==> config.mk <==
export PLATFORM = sky130hd
export DESIGN_NAME = fillController
export DESIGN_NICKNAME = d
export VERILOG_FILES = /design/src/rtl/cachePkg.sv /design/src/rtl/fillController.sv
export VERILOG_INCLUDE_DIRS = /design/src /design/src/include
export SDC_FILE = /design/constraint.sdc
export NUM_CORES = 1
export LEC_CHECK = 0
export BUFFER_PORTS_ARGS = -buffer_cell sky130_fd_sc_hd__clkbuf_2
export CORE_MARGIN = 2
export CORE_UTILIZATION = 32
export DETAILED_ROUTE_END_ITERATION = 8
export GPL_ROUTABILITY_DRIVEN = 0
export PLACE_DENSITY = 0.89
export SKIP_CTS_REPAIR_TIMING = 1
export SYNTH_ARGS = -nofsm -noshare
export SYNTH_HDL_FRONTEND = slang
export SYNTH_SLANG_ARGS = --single-unit
==> constraint.sdc <==
create_clock -name clk -period 1.8 [get_ports clk]
set_clock_uncertainty 0.15 [all_clocks]
set_input_delay 0.27 -clock clk [delete_from_list [all_inputs] [get_ports clk]]
set_output_delay 0.27 -clock clk [all_outputs]
set_load 0.03 [all_outputs]
==> src/include/cache_macros.svh <==
`ifndef CACHE_MACROS_SVH
`define CACHE_MACROS_SVH

////////////////////
// address and data widths
////////////////////

// byte address, bit 0 unused
`define CACHE_ADDR_W 16
`define CACHE_DATA_W 16

////////////////////
// cache geometry
////////////////////

// address bits 10..4 pick the block
`define CACHE_INDEX_W 7
// address bits 3..1 pick the word inside a block
`define CACHE_WORD_W 3
// address bits 15..11 are kept as tag
`define CACHE_TAG_W 5
`define CACHE_BLOCKS 128
`define CACHE_WORDS 8

////////////////////
// main memory timing
////////////////////

// cycles from read strobe to data valid
`define MEM_READ_LATENCY 4

`endif
==> src/rtl/cachePkg.sv <==
`include "cache_macros.svh"

package cachePkg;

	////////////////////
	// bus and field types
	////////////////////

	// byte address
	// tag in 15..11, index in 10..4, word in 3..1
	typedef logic [`CACHE_ADDR_W-1:0] addrT;

	// one memory or cache word
	typedef logic [`CACHE_DATA_W-1:0] dataT;

	typedef logic [`CACHE_TAG_W-1:0] tagT;
	typedef logic [`CACHE_INDEX_W-1:0] indexT;
	typedef logic [`CACHE_WORD_W-1:0] wordSelT;

	////////////////////
	// miss handling FSM
	////////////////////

	// fillIdle serves hits and writes
	// fillIssue sends the eight word reads
	// fillDrain waits for the last returns
	typedef enum logic [1:0] {
		fillIdle = 2'd0,
		fillIssue = 2'd1,
		fillDrain = 2'd2
	} fillStateT;

endpackage

==> src/rtl/fillController.sv <==
`include "cache_macros.svh"

module fillController (
	input logic clk,
	input logic rst,
	input logic cacheEnable,
	input logic write,
	input cachePkg::addrT address,
	input cachePkg::dataT dataIn,
	input logic tagHit,
	input cachePkg::dataT memData,
	input logic memValid,
	output cachePkg::addrT memAddr,
	output logic memRead,
	output logic memWrite,
	output cachePkg::wordSelT arrayWord,
	output logic arrayWrite,
	output cachePkg::dataT arrayWriteData,
	output logic tagWrite,
	output logic stall,
	output logic reqValid,
	output logic hit
);
	import cachePkg::*;

	localparam wordSelT lastWord = wordSelT'(`CACHE_WORDS - 1);

	fillStateT state;
	fillStateT nextState;
	// next word read to send during issue
	wordSelT issueCnt;
	// next word expected back from memory
	wordSelT recvCnt;
	logic idle;
	logic readMiss;
	logic lastIssue;
	logic lastReturn;
	// block base, the request address with the word and byte bits dropped
	logic [`CACHE_ADDR_W-`CACHE_WORD_W-2:0] blockBase;

	assign idle = (state == fillIdle);
	assign blockBase = address[`CACHE_ADDR_W-1:`CACHE_WORD_W+1];
	// only reads allocate, write misses go around the cache
	assign readMiss = cacheEnable && !write && !tagHit;
	assign lastIssue = (issueCnt == lastWord);
	// eighth word of the block is coming back now
	assign lastReturn = !idle && memValid && (recvCnt == lastWord);

	////////////////////
	// state and counters
	////////////////////

	always_ff @(posedge clk) begin
		if (rst) begin
			state <= fillIdle;
		end else begin
			state <= nextState;
		end
	end

	always_ff @(posedge clk) begin
		if (rst || idle) begin
			// both counters start at word 0 for every fill
			issueCnt <= '0;
			recvCnt <= '0;
		end else begin
			// one read per cycle while issuing
			if (state == fillIssue) begin
				issueCnt <= issueCnt + 1'b1;
			end
			// returns overlap the issue phase, so count them in any fill state
			if (memValid) begin
				recvCnt <= recvCnt + 1'b1;
			end
		end
	end

	always_comb begin
		nextState = state;
		case (state)
			fillIdle: begin
				if (readMiss) begin
					nextState = fillIssue;
				end
			end
			fillIssue: begin
				// eight reads then wait out the pipeline
				if (lastIssue) begin
					nextState = fillDrain;
				end
			end
			fillDrain: begin
				if (lastReturn) begin
					nextState = fillIdle;
				end
			end
			default: nextState = fillIdle;
		endcase
	end

	////////////////////
	// memory and array steering
	////////////////////

	always_comb begin
		if (idle) begin
			// pass the request through, writes go to memory every time
			memAddr = address;
			memRead = 1'b0;
			memWrite = cacheEnable && write;
			arrayWord = address[`CACHE_WORD_W:1];
			// write hit updates the cached copy too
			arrayWrite = cacheEnable && write && tagHit;
			arrayWriteData = dataIn;
		end else begin
			// walk the block from word 0, byte bit stays zero
			memAddr = {blockBase, issueCnt, 1'b0};
			memRead = (state == fillIssue);
			memWrite = 1'b0;
			// each returned word lands at the receive count
			arrayWord = recvCnt;
			arrayWrite = memValid;
			arrayWriteData = memData;
		end
	end

	// tag and valid go in with the last word
	assign tagWrite = lastReturn;

	////////////////////
	// requester outputs
	////////////////////

	// stall rises in the miss cycle and holds until back in idle
	assign stall = (idle && readMiss) || !idle;
	assign reqValid = cacheEnable && idle;
	assign hit = reqValid && tagHit;

endmodule

==> out/qor.txt <==
ranking of synthesized cells by area: nand2_1 (31%), dfxtp_1 (20%), buf_4 (12%)
final slew viol count: 0
Post-Syn Area: 807.0 um^2
die area: 2940 um^2
Clock Tree Buf Depth: 2
Final Critical Period: 1770 ps
Std-Cell Rows: 18
Tightest Hold Check Type: input pin to flop
antenna-violating nets left: 0
Worst Path Required: 1380 ps
top cell type's share of synthesized area: 30.70%
Core ar.: 2432 um^2
initial core utilization: 33.18%
biggest area consumer among synthesized cells: nand2_1
CTS tree: done
worst skew pair latency: 250 ps
max-cap viol count: 0
commonest cells after routing, fill and taps aside: nand2_1 (66), clkbuf_2 (64), dfxtp_1 (5), buf_2 (5)
critical path launch point type: flop
# diodes: 0
global-route wire length before repair: 2.994 mm
Fmax: 0.5651 GHz
share of post-route cells with drive strength above 1: 47.06%
area growth from synthesis to layout: 43.41%
Hold Slack: 148.1 ps
CP Max Fanout: 10
number of synthesis warnings: 0
commonest non-fill, non-tap cell in the layout: nand2_1
# nets final: 247
Inst Count DP: 212
Core Util, Final: 47.58%
Final setup viols: 0
Pleak: 0.7103 nW
initial antenna violation count: 0
filler instances: 268
synth unique cells: 23
actual slew at the worst max-slew pin: 248.4 ps
Via Count: 975
Die Height: 54.22 um
Worst setup EP type: primary output
cells after synthesis: 127
relative slew slack: 83.38%
CTS Root Cell: clkbuf_4
period utilisation layout: 98.31%
Final Hold Fails: 0
GRT Total Usage: 13.79%
largest net degree at the start of global routing: 14
port bufs: 71
Routed WL: 2.234 mm
H-Tree Depth: 1
average size of a mapped cell: 6.355 um^2
cts bufs inserted: 3
worst vdd ir: 438.5 uV
critical path class: flop to primary output
vias in the first global route: 739
sequential area share after synthesis: 19.84%
Cell Count, Final, Fillers Out: 217
register bit total from synthesis: 8
setup_tns: 0 ps
initial DRC count: 2
worst path arrival time: 1350 ps
Clock Pin Slew Worst Setup and Hold Paths: 50 ps
global route total overflow: 0
power per standard cell area: 531.8 nW/um^2
status: completed
I/O pin cnt: 96
Tot Pwr: 0.6155 mW
post-DP HPWL: 1.802 mm
WL/cell: 10.29 um
drc violations: 0
drt pass-1 iters: 3
Synthesized Nets: 185
DR vias/cell: 4.493
die width: 54.22 um
clock sink count: 8
==> state kept, by name (all words and copies together) (netlist names) <==
| signal | cells |
|---|---|
| recvCnt | 3 |
| issueCnt | 3 |
| state | 2 |
==> layout make-up <==
cell class / count / area [um^2] / area share [%]
clock buffers: 3 / 22.52 / 1.946
flip-flops and latches: 8 / 166.4 / 14.38
well taps: 30 / 37.54 / 3.243
multi-input cells: 97 / 499.2 / 43.14
inverters: 1 / 3.754 / 0.3243
repair buffers: 78 / 427.9 / 36.97
==> where the power goes <==
group,total [mW],internal [mW],switching (mW)
combinational,0.297,0.107,0.190
clock,0.135,0.0762,0.0589
sequential,0.183,0.179,0.00410
total,0.615,0.363,0.253
==> routing by layer <==
metal  share of wire, %  routed length [um]  global-route usage, %
met2                 49                1105                  26.10
met4                1.9                  43                  5.833
met1                 38                 844                  14.76
met3                 11                 241                  2.459
met5                  0                   0                      0
==> worst max-delay path, cell delays in order (launching register included) <==
cell and delay, ps:
dfxtp_4 370, or2_4 250, buf_6 140, a21oi_4 120, inv_1 50, buf_4 160
==> worst paths after layout <==
| path | from | to | slack [ps] | depth (start not counted) |
|---|---|---|---|---|
| setup reg to reg | state[0] | state[0] | 440 | 5 |
| hold / removal | rst | state[1] | 150 | 2 |
| setup / recovery | state[0] | stall | 30 | 5 |
| hold reg to reg | issueCnt[2] | issueCnt[2] | 330 | 2 |
==> cell usage after synthesis, drive strengths merged <==
library cell,n
a22o,1
dfxtp,8
and2,2
a2111oi,1
buf,20
clkbuf,1
inv,1
and3,2
ha,4
nor2b,1
or2,1
a21oi,4
nand2,66
nor3,3
nand3b,4
xnor2,1
mux2i,3
nor2,4
==> per-stage QoR <==
| step | area [um^2] | worst slack [ps] |
|---|---|---|
| 4_1_cts | 1106 | -115.5 |
| 2_1_floorplan | 807.0 | 49.72 |
| 3_3_place_gp | 1084 | 199.3 |
| 3_5_place_dp | 1084 | 165.8 |
| 5_1_grt | 1157 | -23.84 |
| 6_report | 1157 | 30.42 |
==> cells by family (layout without fill, tap and decap cells) <==
logic type / after synthesis / count (layout) / synth area share, %
and+or+nand+nor: 83 / 83 / 43.72
buffers and inverters: 22 / 82 / 19.53
DFF: 8 / 8 / 19.84
AOI/OAI and AO/OA: 6 / 6 / 5.891
adders and majority gates: 4 / 4 / 6.202
muxes: 3 / 3 / 3.721
xor gates and xnor gates: 1 / 1 / 1.085
(Power assumes the default switching activity.)
