[src/include/cache_macros.svh]
`ifndef CACHE_MACROS_SVH
`define CACHE_MACROS_SVH

////////////////////
// address and data widths
////////////////////

// byte address, bit 0 unused
`define CACHE_ADDR_W 16
`define CACHE_DATA_W 16

////////////////////
// cache geometry
////////////////////

// address bits 10..4 pick the block
`define CACHE_INDEX_W 7
// address bits 3..1 pick the word inside a block
`define CACHE_WORD_W 3
// address bits 15..11 are kept as tag
`define CACHE_TAG_W 5
`define CACHE_BLOCKS 128
`define CACHE_WORDS 8

////////////////////
// main memory timing
////////////////////

// cycles from read strobe to data valid
`define MEM_READ_LATENCY 4

`endif
[src/rtl/cachePkg.sv]
`include "cache_macros.svh"

package cachePkg;

	////////////////////
	// bus and field types
	////////////////////

	// byte address
	// tag in 15..11, index in 10..4, word in 3..1
	typedef logic [`CACHE_ADDR_W-1:0] addrT;

	// one memory or cache word
	typedef logic [`CACHE_DATA_W-1:0] dataT;

	typedef logic [`CACHE_TAG_W-1:0] tagT;
	typedef logic [`CACHE_INDEX_W-1:0] indexT;
	typedef logic [`CACHE_WORD_W-1:0] wordSelT;

	////////////////////
	// miss handling FSM
	////////////////////

	// fillIdle serves hits and writes
	// fillIssue sends the eight word reads
	// fillDrain waits for the last returns
	typedef enum logic [1:0] {
		fillIdle = 2'd0,
		fillIssue = 2'd1,
		fillDrain = 2'd2
	} fillStateT;

endpackage

[src/rtl/tagArray.sv]
`include "cache_macros.svh"

module tagArray (
	input logic clk,
	input logic rst,
	input cachePkg::indexT index,
	input cachePkg::tagT tag,
	input logic tagWrite,
	output logic tagHit
);
	import cachePkg::*;

	// one valid bit per block
	logic [`CACHE_BLOCKS-1:0] valid;
	// stored tag per block
	tagT tags [`CACHE_BLOCKS];

	////////////////////
	// valid bits
	////////////////////

	// all blocks empty after reset
	always_ff @(posedge clk) begin
		if (rst) begin
			valid <= '0;
		end else if (tagWrite) begin
			valid[index] <= 1'b1;
		end
	end

	////////////////////
	// tag storage
	////////////////////

	// the tag is only trusted when valid is set
	always_ff @(posedge clk) begin
		if (tagWrite) begin
			tags[index] <= tag;
		end
	end

	// compare against the incoming address tag
	assign tagHit = valid[index] && (tags[index] == tag);

endmodule

[config.mk]
export PLATFORM = sky130hd
export DESIGN_NAME = tagArray
export DESIGN_NICKNAME = d
export VERILOG_FILES = /design/src/rtl/cachePkg.sv /design/src/rtl/tagArray.sv
export VERILOG_INCLUDE_DIRS = /design/src /design/src/include
export SDC_FILE = /design/constraint.sdc
export NUM_CORES = 1
export LEC_CHECK = 0
export ABC_CLOCK_PERIOD_IN_PS = 3710
export BUFFER_PORTS_ARGS = -buffer_cell sky130_fd_sc_hd__buf_2
export CAP_MARGIN = 40
export CORE_MARGIN = 4
export CORE_UTILIZATION = 25
export DETAILED_ROUTE_END_ITERATION = 10
export PLACE_DENSITY = 0.36
export SYNTH_ARGS = -nofsm -noshare
export SYNTH_HDL_FRONTEND = slang
export SYNTH_SLANG_ARGS = --single-unit
[constraint.sdc]
create_clock -name clk -period 3.71 [get_ports clk]
set_clock_uncertainty 0.1 [all_clocks]
set_input_delay 0.1855 -clock clk [delete_from_list [all_inputs] [get_ports clk]]
set_output_delay 0.1855 -clock clk [all_outputs]
set_load 0.1 [all_outputs]
==> results of run 1 <==
[what timing repair did]
item                       CTS  global route
setup endpoints to repair    1             1
pin swaps                    7             3
hold endpoints to repair    64             0
gates cloned                 0             0
hold buffers                 4             0
resized for setup           20             1
[stage by stage]
step / power [mW] / TNS, ns / hold slack, ns / std cells / setup WS, ns
after floorplan: 10.1 / 0 / 0.184 / 1904 / 0.400
after global placement: 10.7 / -0.271 / 0.344 / 3596 / -0.271
after detailed placement: 10.7 / -0.238 / 0.352 / 3597 / -0.238
after CTS: 19.5 / -0.128 / 0.00545 / 3764 / -0.128
after global routing: 19.9 / -0.235 / 0.0162 / 3764 / -0.235
final: 19.3 / -0.127 / 0.0204 / 3765 / -0.127
[state kept, by name, indices dropped and copies added, names as in the netlist]
name / cells
tags: 640
valid: 128
[power by group]
part           internal [mW]  total (mW)  switching [mW]
Clock                   5.18        8.73            3.55
Combinational          0.384        1.15           0.763
Sequential              9.36        9.37         0.00916
[Yosys cell counts (9+ instances only)]
| cell | number | area share [%] |
|---|---|---|
| a22oi_1 | 40 | 0.99 |
| buf_2 | 17 | 0.28 |
| nand2_1 | 60 | 0.74 |
| a221oi_1 | 40 | 1.2 |
| edfxtp_1 | 640 | 63 |
| nand4_1 | 11 | 0.23 |
| buf_4 | 16 | 0.40 |
| buf_6 | 20 | 0.74 |
| nand3_1 | 15 | 0.25 |
| mux2_2 | 17 | 0.63 |
| o22a_1 | 9 | 0.26 |
| nor2b_1 | 10 | 0.21 |
| buf_1 | 9 | 0.11 |
| a21oi_1 | 24 | 0.40 |
| nor2_1 | 398 | 4.9 |
| o2bb2ai_1 | 9 | 0.26 |
| clkbuf_1 | 48 | 0.59 |
| dfxtp_1 | 128 | 8.5 |
| nor3_1 | 11 | 0.18 |
| mux2i_1 | 156 | 5.1 |
| a31oi_1 | 12 | 0.25 |
| o21ai_0 | 28 | 0.46 |
| mux4_2 | 93 | 6.9 |
[cells in the final DEF (no fill, tap or decap), drive strengths merged, types with 7 or more instances in the layout]
cell     Yosys  final
clkinv       0     24
nor3        11     11
nand2       60     60
a221o        7      7
mux2        19     19
o21ai       29     29
a31oi       12     12
mux2i      156    156
a22oi       40     40
mux4       100    100
a221oi      40     40
o2bb2ai      9      9
nand3       15     15
edfxtp     640    640
inv          3      7
bufinv       0      8
nand2b       7      7
clkbuf      49    123
buf         67    196
dfxtp      128    128
o22a         9      9
nand4       11     11
nor2b       10     10
nor2       399    399
a21oi       24     24
[routing by layer]
| layer | part of all wire (%) | vias to the layer above | wire length [um] | track usage [%] |
|---|---|---|---|---|
| met4 | 2.7 | 4 | 2700 | 4.22 |
| li1 | - | 7712 | - | - |
| met1 | 47 | 9361 | 47100 | 22.2 |
| met3 | 5.4 | 145 | 5450 | 3.56 |
| met2 | 45 | 436 | 45800 | 24.6 |
| met5 | 0.026 | - | 26 | 0 |
[layout make-up]
class	instances	area (sq um)
fill	12029	83700
sequential	768	21800
multi-input combinational	1017	7890
clock buffer	123	2460
tap	1612	2020
timing repair buffer	200	1810
clock inverter	41	422
inverter	3	11.3
antenna	1	2.50
[worst max-delay path by stage]
stage | end | slack, ns | start
6_report | tagHit | -0.13 | tags[95][3]
5_1_grt | tagHit | -0.23 | tags[54][0]
4_1_cts | tagHit | -0.13 | tags[46][0]
3_5_place_dp | tagHit | -0.24 | index[0]
3_3_place_gp | tagHit | -0.27 | index[0]
2_1_floorplan | tagHit | 0.40 | index[0]
[cell families (layout without fill, tap and decap cells)]
group                     count (synthesis)  in the layout  synth area share, %
AOI/OAI and AO/OA                       209            209                 5.10
muxes                                   275            275                 13.4
xor gates and xnor gates                  4              4                0.116
DFF                                     768            768                 71.8
buffers and inverters                   119            367                 2.48
and+or+nand+nor                         529            529                 7.09
other                                     0              1                    0
==> run metrics, run 1 <==
Worst path max stage delay=~0.50 ns; Avg Inst Size Synth=around 16 sq um; Total GRT Usage=15.8%; Period minus WS final=approximately 3.8 ns; Synth Register Bits=768; Syn. warnings=0; P&R area growth vs syn=20.0%; sequential fraction of the synthesis area=between 70 and 80%; worst relative slew slack=between 30% and 40%; via count=~18,000; share of cells above drive strength 1=21.5%; Worst Hold Depth=1; GP Congestion=0.788; Final Setup Violations=1; final hold vios=0; Post-Syn Nets=~1,900; Starting Density=between 20 and 30%; startpoint types=register; IO Count=16; global route overflow=0; IO buf count=15; CTS Sinks=around 770; Clock Tree Root=clkbuf_16; post-route cell area=between 30,000 and 40,000 sq um; Slowest cell on crit path=mux4_2; Worst-Skew Late Latency=between 0.6 and 0.7 ns; critical path data required time=3.42 ns; outcome=finished, violations left; Final Net Count=2,093; mapped cell area=slightly above 30,000 sq um; most frequent cell on the critical path=buf_4; Tcrit/Tclk final=103%; die area=around 130,000 sq um; ANT nets after route=0; Worst Path Buf+Inv=3; PnR worst setup slack=-0.127 ns; leak pwr=12.0 nW; hold path start=tag[3]; max-cap violations=0; f_max=~260 MHz; first-pass GRT wire length=143,000 um; Crit path max-delay family=multiplexers; R2R Setup Slk=~3.0 ns; Setup CP Type=reg -> out; Cell variety after synth=63; CP endpoint kind=output port; drt via density=roughly 4.7; drt pass-1 iters=5; clk slew on worst S/H paths=about 0.06 ns; WL/cell=26.9 um; Post-Synthesis Cells=1,904; number of flops mapped to enable cells by yosys=between 600 and 700; DIE WIDTH=approximately 360 um; placed cell areas=~33,000 sq um; worst slew pin tran=a little over 0.9 ns; reg-to-reg critical path endpoint=valid[103]; Num CTS Buffers=88; initial antenna violation count=5; maximum fanout along the worst path=1; hold path endpoint=tags[109][3]; Max Root-Sink Buffers=3; Worst R2R Path Depth=1; CP Cell Sequence=mux4_2 > mux2i_1 > o22ai_1 > nor3_1 > buf_4 > nor4_1 > xor2_1 > nor4_4 > buf_4 > buf_12; largest net degree at the start of global routing=between 70 and 80; Die Y=356 um; Core ar.=120,000 sq um; RSZ-0062 raised after global routing=true; critical path depth=10; worst vdd rail ir drop=roughly 0.00034 V; CTS tree=done; max-slew violations=0; post-synthesis async set-or-reset flop share=0%; final WL=101,000 um; final core occ=30.3%; Arr. time, crit path=around 3.6 ns; CTS H-tree depth=3; Post-CTS Setup Inserts=0; Min-Delay Path Class=in -> reg; Synth Flop Type=edfxtp_1; DRC viols=0; DRT iter0 DRCs=1,486; row cnt=127; Final HPWL DP=67,500 um; number of global-route vias before repair=18,153; cell area power density=529 nW/um^2; failing checks=setup timing; worst flop-to-flop path startpoint=valid[103]
Power figures use the tool's default switching activity.
==> inputs of run 2 (changes only) <==
==> constraint.sdc (replaced) <==
create_clock -name clk -period 3.71 [get_ports clk]
set_clock_uncertainty 0.1 [all_clocks]
set_input_delay 0.1855 -clock clk [delete_from_list [all_inputs] [get_ports clk]]
set_output_delay 0.1855 -clock clk [all_outputs]
set_load 0.02 [all_outputs]
==> run 2 against run 1 <==
The flow still finishes with violations (setup timing). Power grew 0.90%. Fmax decreased by 1.1%. Global-route usage is 0.35 points lower. Routed wire length shrank 2.2%. Clock-buffer cell count down 2. Design area fell by 0.15%. Sequential cell count is the same. Sequential share of layout area grew 0.089 points. Sequential power barely moved.
==> run metrics, run 2 (synthesis gave the netlist of run 1 again) <==
Setup CP Type=in -> out; leak pwr=12.0 nW (about the same); cell area power density=535 nW/um^2 (+1.0%); number of fill cells=12,017 (-0.10%); drt pass-1 iters=5 (unchanged); final WL=98,900 um (-2.2%); startpoint types=input port; Starting Density=25.2% (unchanged); most frequent cells in the layout=640 x edfxtp_1, 397 x nor2_1, 152 x mux2i_1, 151 x buf_4, 128 x dfxtp_1; PnR worst setup slack=-0.170 ns (-0.0428 ns); max-slew violations=0 (unchanged); DRC viols=0 (unchanged); Max Root-Sink Buffers=3 (unchanged); Tcrit/Tclk final=105% (+1.2 points); Min-Delay Path Class=in -> reg; worst slew pin tran=0.894 ns (-0.0341 ns); die area=127,000 sq um (unchanged); CTS H-tree depth=3 (unchanged); drt via density=4.65 (-0.78%); Arr. time, crit path=3.59 ns (+0.04 ns); outcome=finished, violations left; Die Y=356 um (unchanged); global route overflow=0 (unchanged); Period minus WS final=3.88 ns (+0.0428 ns); WL/cell=26.4 um (-1.9%); P&R area growth vs syn=19.8%; most common cell after layout, fill and taps aside=edfxtp_1; TNS Setup=-0.170 ns (-0.0428 ns); number of global-route vias before repair=18,060 (-0.51%); Total GRT Usage=15.4% (-0.35 points); Final Setup Violations=1 (unchanged); Final Net Count=2,078 (-0.72%); RSZ-0062 raised after global routing=true; top flop regs=tags (640), valid (128); initial antenna violation count=2 (-3); IO buf count=15 (unchanged); failing checks=setup timing; clk slew on worst S/H paths=0.06 ns (about the same); CTS Sinks=768 (unchanged); GP Congestion=0.784 (-0.56%); row cnt=127 (unchanged); critical path data required time=3.42 ns (about the same); Final Instance Count excl. Fillers=3,753 (-0.32%); IO Count=16 (unchanged); DRT iter0 DRCs=1,406 (-5.4%); final hold vios=0 (unchanged); worst vdd rail ir drop=0.000275 V (-18%); Num CTS Buffers=89 (+1.1%); Worst-Skew Late Latency=0.65 ns (about the same); share of cells above drive strength 1=21.4% (-0.11 points); number of flip-flops in the largest register=640 (unchanged); DIE WIDTH=356 um (unchanged); ANT nets after route=0 (unchanged); Reg with most FFs=tags; worst relative slew slack=40.4% (+2.3 points); CTS tree=done; Core ar.=120,000 sq um (unchanged); Clock Tree Root=clkbuf_16; f_max=258 MHz (-1.1%); Placed Cells=3,582 (-0.42%); first-pass GRT wire length=139,000 um (-2.2%); largest net degree at the start of global routing=129 (+63%); Final HPWL DP=65,400 um (-3.0%); via count=17,464 (-1.1%); max-cap violations=0 (unchanged); Post-CTS Setup Inserts=0 (unchanged); CP endpoint kind=output port; final core occ=30.2% (-0.045 points); maximum fanout along the worst path=35 (+34)
[run 2: cell count changes in the layout (fill, tap and decap cells not counted), moves of 3 or more]
cell | before | now
clkbuf_8 | 6 | 14
clkinvlp_4 | 5 | 2
buf_4 | 166 | 151
buf_12 | 25 | 22
clkbuf_1 | 26 | 16
clkinv_2 | 11 | 21
[run 2: layout make-up]
class                   count  area, sq um  area share (%)
diodes                      1         2.50         0.00689
multi-input cells        1017         7860            21.6
well taps                1612         2020            5.55
inverters                   3         11.3          0.0310
repair buffers            184         1670            4.58
clock inverters            47          472            1.30
clock buffers             121         2530            6.96
flip-flops and latches    768        21800            59.9
[run 2: path summary, 6_finish.rpt]
| kind | startpoint | endpoint | slack (ns) | cells after the start |
|---|---|---|---|---|
| max | index[0] | tagHit | -0.17 | 13 |
| min | tag[4] | tags[27][4] | 0.14 | 2 |
| max reg2reg | valid[111] | valid[111] | 2.98 | 2 |
| min reg2reg | valid[26] | valid[26] | 0.36 | 2 |
[run 2: stage by stage]
stage	power [mW]	cell area [sq um]	hold WS [ns]	worst slack, ns
3_5_place_dp	10.7	33200	0.353	-0.263
4_1_cts	19.7	36300	0.125	-0.130
5_1_grt	20.1	36300	0.142	-0.241
2_1_floorplan	10.1	30300	0.184	1.03
3_3_place_gp	10.7	33200	0.347	-0.368
6_report	19.4	36300	0.141	-0.170
[run 2: layer usage]
layer	vias to the layer above	wire [um]	part of all wire, %	GRT usage [%]
met5	-	0	0	0
met4	0	2330	2.4	4.05
met3	124	5020	5.1	3.05
met2	440	45800	46	24.5
met1	9228	45800	46	21.7
li1	7672	-	-	-
[run 2: repair_timing]
item                                    4_1_cts  5_1_grt
pin swaps                                     8        0
endpoints found under the setup margin        1        1
hold buffers                                  4        0
gates resized for setup                      18        1
endpoints found under the hold margin       160        0
[run 2: power breakdown]
| part | switching (mW) | internal [mW] | leakage (nW) | total, mW |
|---|---|---|---|---|
| Sequential | 0.00887 | 9.36 | 6.78 | 9.37 |
| Clock | 3.59 | 5.34 | 1.49 | 8.93 |
| Combinational | 0.745 | 0.370 | 3.72 | 1.12 |
[run 2: worst max-delay path, stage by stage]
cell       delay (ns)
buf_8            0.32
buf_12           0.30
nor2b_1          0.23
buf_4            0.23
o2bb2ai_1        0.17
a221oi_1         0.12
nor3_1           0.58
and4b_1          0.31
nand4_1          0.15
xor2_2           0.10
nor4_4           0.50
buf_4            0.19
buf_6            0.11
==> inputs of run 3 (changes only) <==
--- a/config.mk
+++ b/config.mk
@@ -10,9 +10,10 @@
 export BUFFER_PORTS_ARGS = -buffer_cell sky130_fd_sc_hd__buf_2
 export CAP_MARGIN = 40
 export CORE_MARGIN = 4
-export CORE_UTILIZATION = 25
+export CORE_UTILIZATION = 32
+export CTS_CLUSTER_DIAMETER = 120
 export DETAILED_ROUTE_END_ITERATION = 10
-export PLACE_DENSITY = 0.36
+export PLACE_DENSITY = 0.44
 export SYNTH_ARGS = -nofsm -noshare
 export SYNTH_HDL_FRONTEND = slang
 export SYNTH_SLANG_ARGS = --single-unit
==> run 3 against run 2 <==
The flow finishes with violations (hold timing). Critical path depth down 3. First-iteration DRC count grew 5.4%. Routed wire length is 7.1% lower. Power is 3.6% lower. Via count grew 0.18%. Clock-buffer cell count fell by 10. Sequential cell count stayed put. Combinational power barely moved. Final cell count down 9.3%. Sequential share of layout area grew 0.89 points. Non-clock buffer count up 18. Fmax grew 6.2%. Critical path type is now reg -> out. Critical endpoint unchanged. Largest cell class unchanged.
==> run metrics, run 3 (synthesis gave the netlist of run 1 again) <==
worst relative slew slack=42.8% (+2.4 points); drt pass-1 iters=5 (unchanged); Setup CP Type=reg -> out; number of global-route vias before repair=17,832 (-1.3%); Min-Delay Path Class=in -> reg; largest net degree at the start of global routing=94 (-27%); Crit path max-delay family=simple AND/OR/NAND/NOR gates; first-pass GRT wire length=132,000 um (-5.6%); max-slew violations=0 (unchanged); CTS H-tree depth=3 (unchanged); P&R area growth vs syn=18.1%; ANT nets after route=0 (unchanged); worst vdd rail ir drop=0.000388 V (+41%); Placed Cells=3,242 (-9.5%); initial antenna violation count=3 (+1); Starting Density=32.4% (+7.2 points); RSZ-0062 raised after global routing=true; WL/cell=27.0 um (+2.4%); startpoint types=register; Worst Hold Depth=2 (unchanged); TNS Setup=0 ns (+0.170 ns); WHS=-0.00376 ns (-0.145 ns); PnR worst setup slack=0.0566 ns (+0.226 ns); CTS Sinks=768 (unchanged); critical path data required time=3.42 ns (about the same); IO buf count=15 (unchanged); final WL=91,900 um (-7.1%); CTS tree=done; Final Setup Violations=0 (-1); Worst-Skew Late Latency=0.64 ns (about the same); Period minus WS final=3.65 ns (-0.226 ns); outcome=finished, violations left; Final HPWL DP=60,100 um (-8.1%); Worst Path Buf+Inv=2 (-3); top flop regs=tags (640), valid (128); clk slew on worst S/H paths=0.06 ns (about the same); Clock Tree Root=clkbuf_16; most frequent cells in the layout=640 x edfxtp_1, 397 x nor2_1, 168 x buf_4, 151 x mux2i_1, 128 x dfxtp_1; maximum fanout along the worst path=1 (-97%); Place WS=-0.423 ns (-0.160 ns); Tcrit/Tclk final=98.5% (-6.1 points); number of flip-flops in the largest register=640 (unchanged); IO Count=16 (unchanged); final hold vios=1 (+1); cell area power density=523 nW/um^2 (-2.2%); DRC viols=0 (unchanged); die area=99,700 sq um (-21%); Final Net Count=2,091 (+0.63%); Post-CTS Setup Inserts=0 (unchanged); worst slew pin tran=0.858 ns (-0.0364 ns); Worst R2R Path Depth=1 (-1); CP Cell Sequence=mux4_2 > mux2i_1 > o22a_1 > nand3_1 > nand4_1 > xor2_1 > nand4b_1 > nor4_4 > buf_4 > buf_6; Worst path max stage delay=0.45 ns (-0.13 ns); Core ar.=93,600 sq um (-22%); f_max=274 MHz (+6.2%); Slowest cell on crit path=mux4_2; critical path depth=10 (-3); Max Root-Sink Buffers=3 (unchanged); Total GRT Usage=18.4% (+3.0 points); CP endpoint kind=output port; leak pwr=11.9 nW (-0.42%); Die Y=316 um (-11%); Multi-input gate area=7910 sq um (+0.70%); GP Congestion=0.848 (+8.3%); failing checks=hold timing; Arr. time, crit path=3.37 ns (-0.22 ns); global route overflow=0 (unchanged); max-cap violations=0 (unchanged); via count=17,496 (+0.18%); Reg with most FFs=tags; DRT iter0 DRCs=1,482 (+5.4%); drt via density=5.14 (+10%); Final Instance Count excl. Fillers=3,404 (-9.3%); row cnt=112 (-12%); number of fill cells=8,847 (-26%); most common cell after layout, fill and taps aside=edfxtp_1; DIE WIDTH=316 um (-11%); Reg area=21,800 sq um (unchanged); Num CTS Buffers=84 (-5.6%); share of cells above drive strength 1=21.4% (about the same)
[run 3: cell types whose count changed in the layout (fill, tap and decap cells not counted), moves of 2 or more]
cell / previous run / this run
a221oi_1: 40 / 38
mux2i_4: 0 / 3
a21oi_2: 0 / 2
a21oi_1: 24 / 22
buf_4: 151 / 168
clkbuf_1: 16 / 22
clkbuf_8: 14 / 2
clkinv_2: 21 / 16
clkbuf_16: 91 / 87
mux2i_2: 4 / 2
clkinv_1: 11 / 18
a221oi_2: 0 / 2
[run 3: final cells by class]
| cell class | count | share of cell area (%) |
|---|---|---|
| diodes | 2 | 0.0140 |
| repair buffers | 202 | 5.07 |
| clock buffers | 111 | 6.39 |
| inverters | 3 | 0.0315 |
| clock inverters | 47 | 1.18 |
| flip-flops and latches | 768 | 60.8 |
| well taps | 1254 | 4.38 |
| multi-input cells | 1017 | 22.1 |
[run 3: power breakdown]
part           leakage (nW)  internal [mW]  switching (mW)
sequential             6.78           9.36         0.00883
combinational          3.83          0.380           0.728
clock                  1.33           4.83            3.41
[run 3: final timing paths]
kind,start,end,slack (ns)
setup / recovery,tags[64][2],tagHit,0.06
hold / removal,rst,valid[27],-0.004
setup reg to reg,valid[79],valid[79],2.98
hold reg to reg,valid[18],valid[18],0.36
[run 3: metal layers]
layer	up-vias	routed length [um]	track usage [%]
met1	9168	42000	26.1
met2	510	42800	29.4
met5	-	12	0
met4	2	2100	4.91
met3	123	5020	3.15
li1	7693	-	-
[run 3: per-stage QoR]
| stage | area, sq um | utilization, % | power [mW] |
|---|---|---|---|
| finish | 35800 | 38.2 | 18.7 |
| global route | 35800 | 38.2 | 19.4 |
| CTS | 35800 | 38.2 | 18.9 |
| detailed placement | 32900 | 35.2 | 10.6 |
| global placement | 32900 | 35.2 | 10.6 |
| floorplan | 30300 | - | 10.1 |
[run 3: what timing repair did]
action / in CTS / in global routing
endpoints found under the hold margin: 109 / 0
pin swaps: 10 / 0
resized for setup: 27 / 3
endpoints found under the setup margin: 1 / 1
hold buffers: 3 / 0
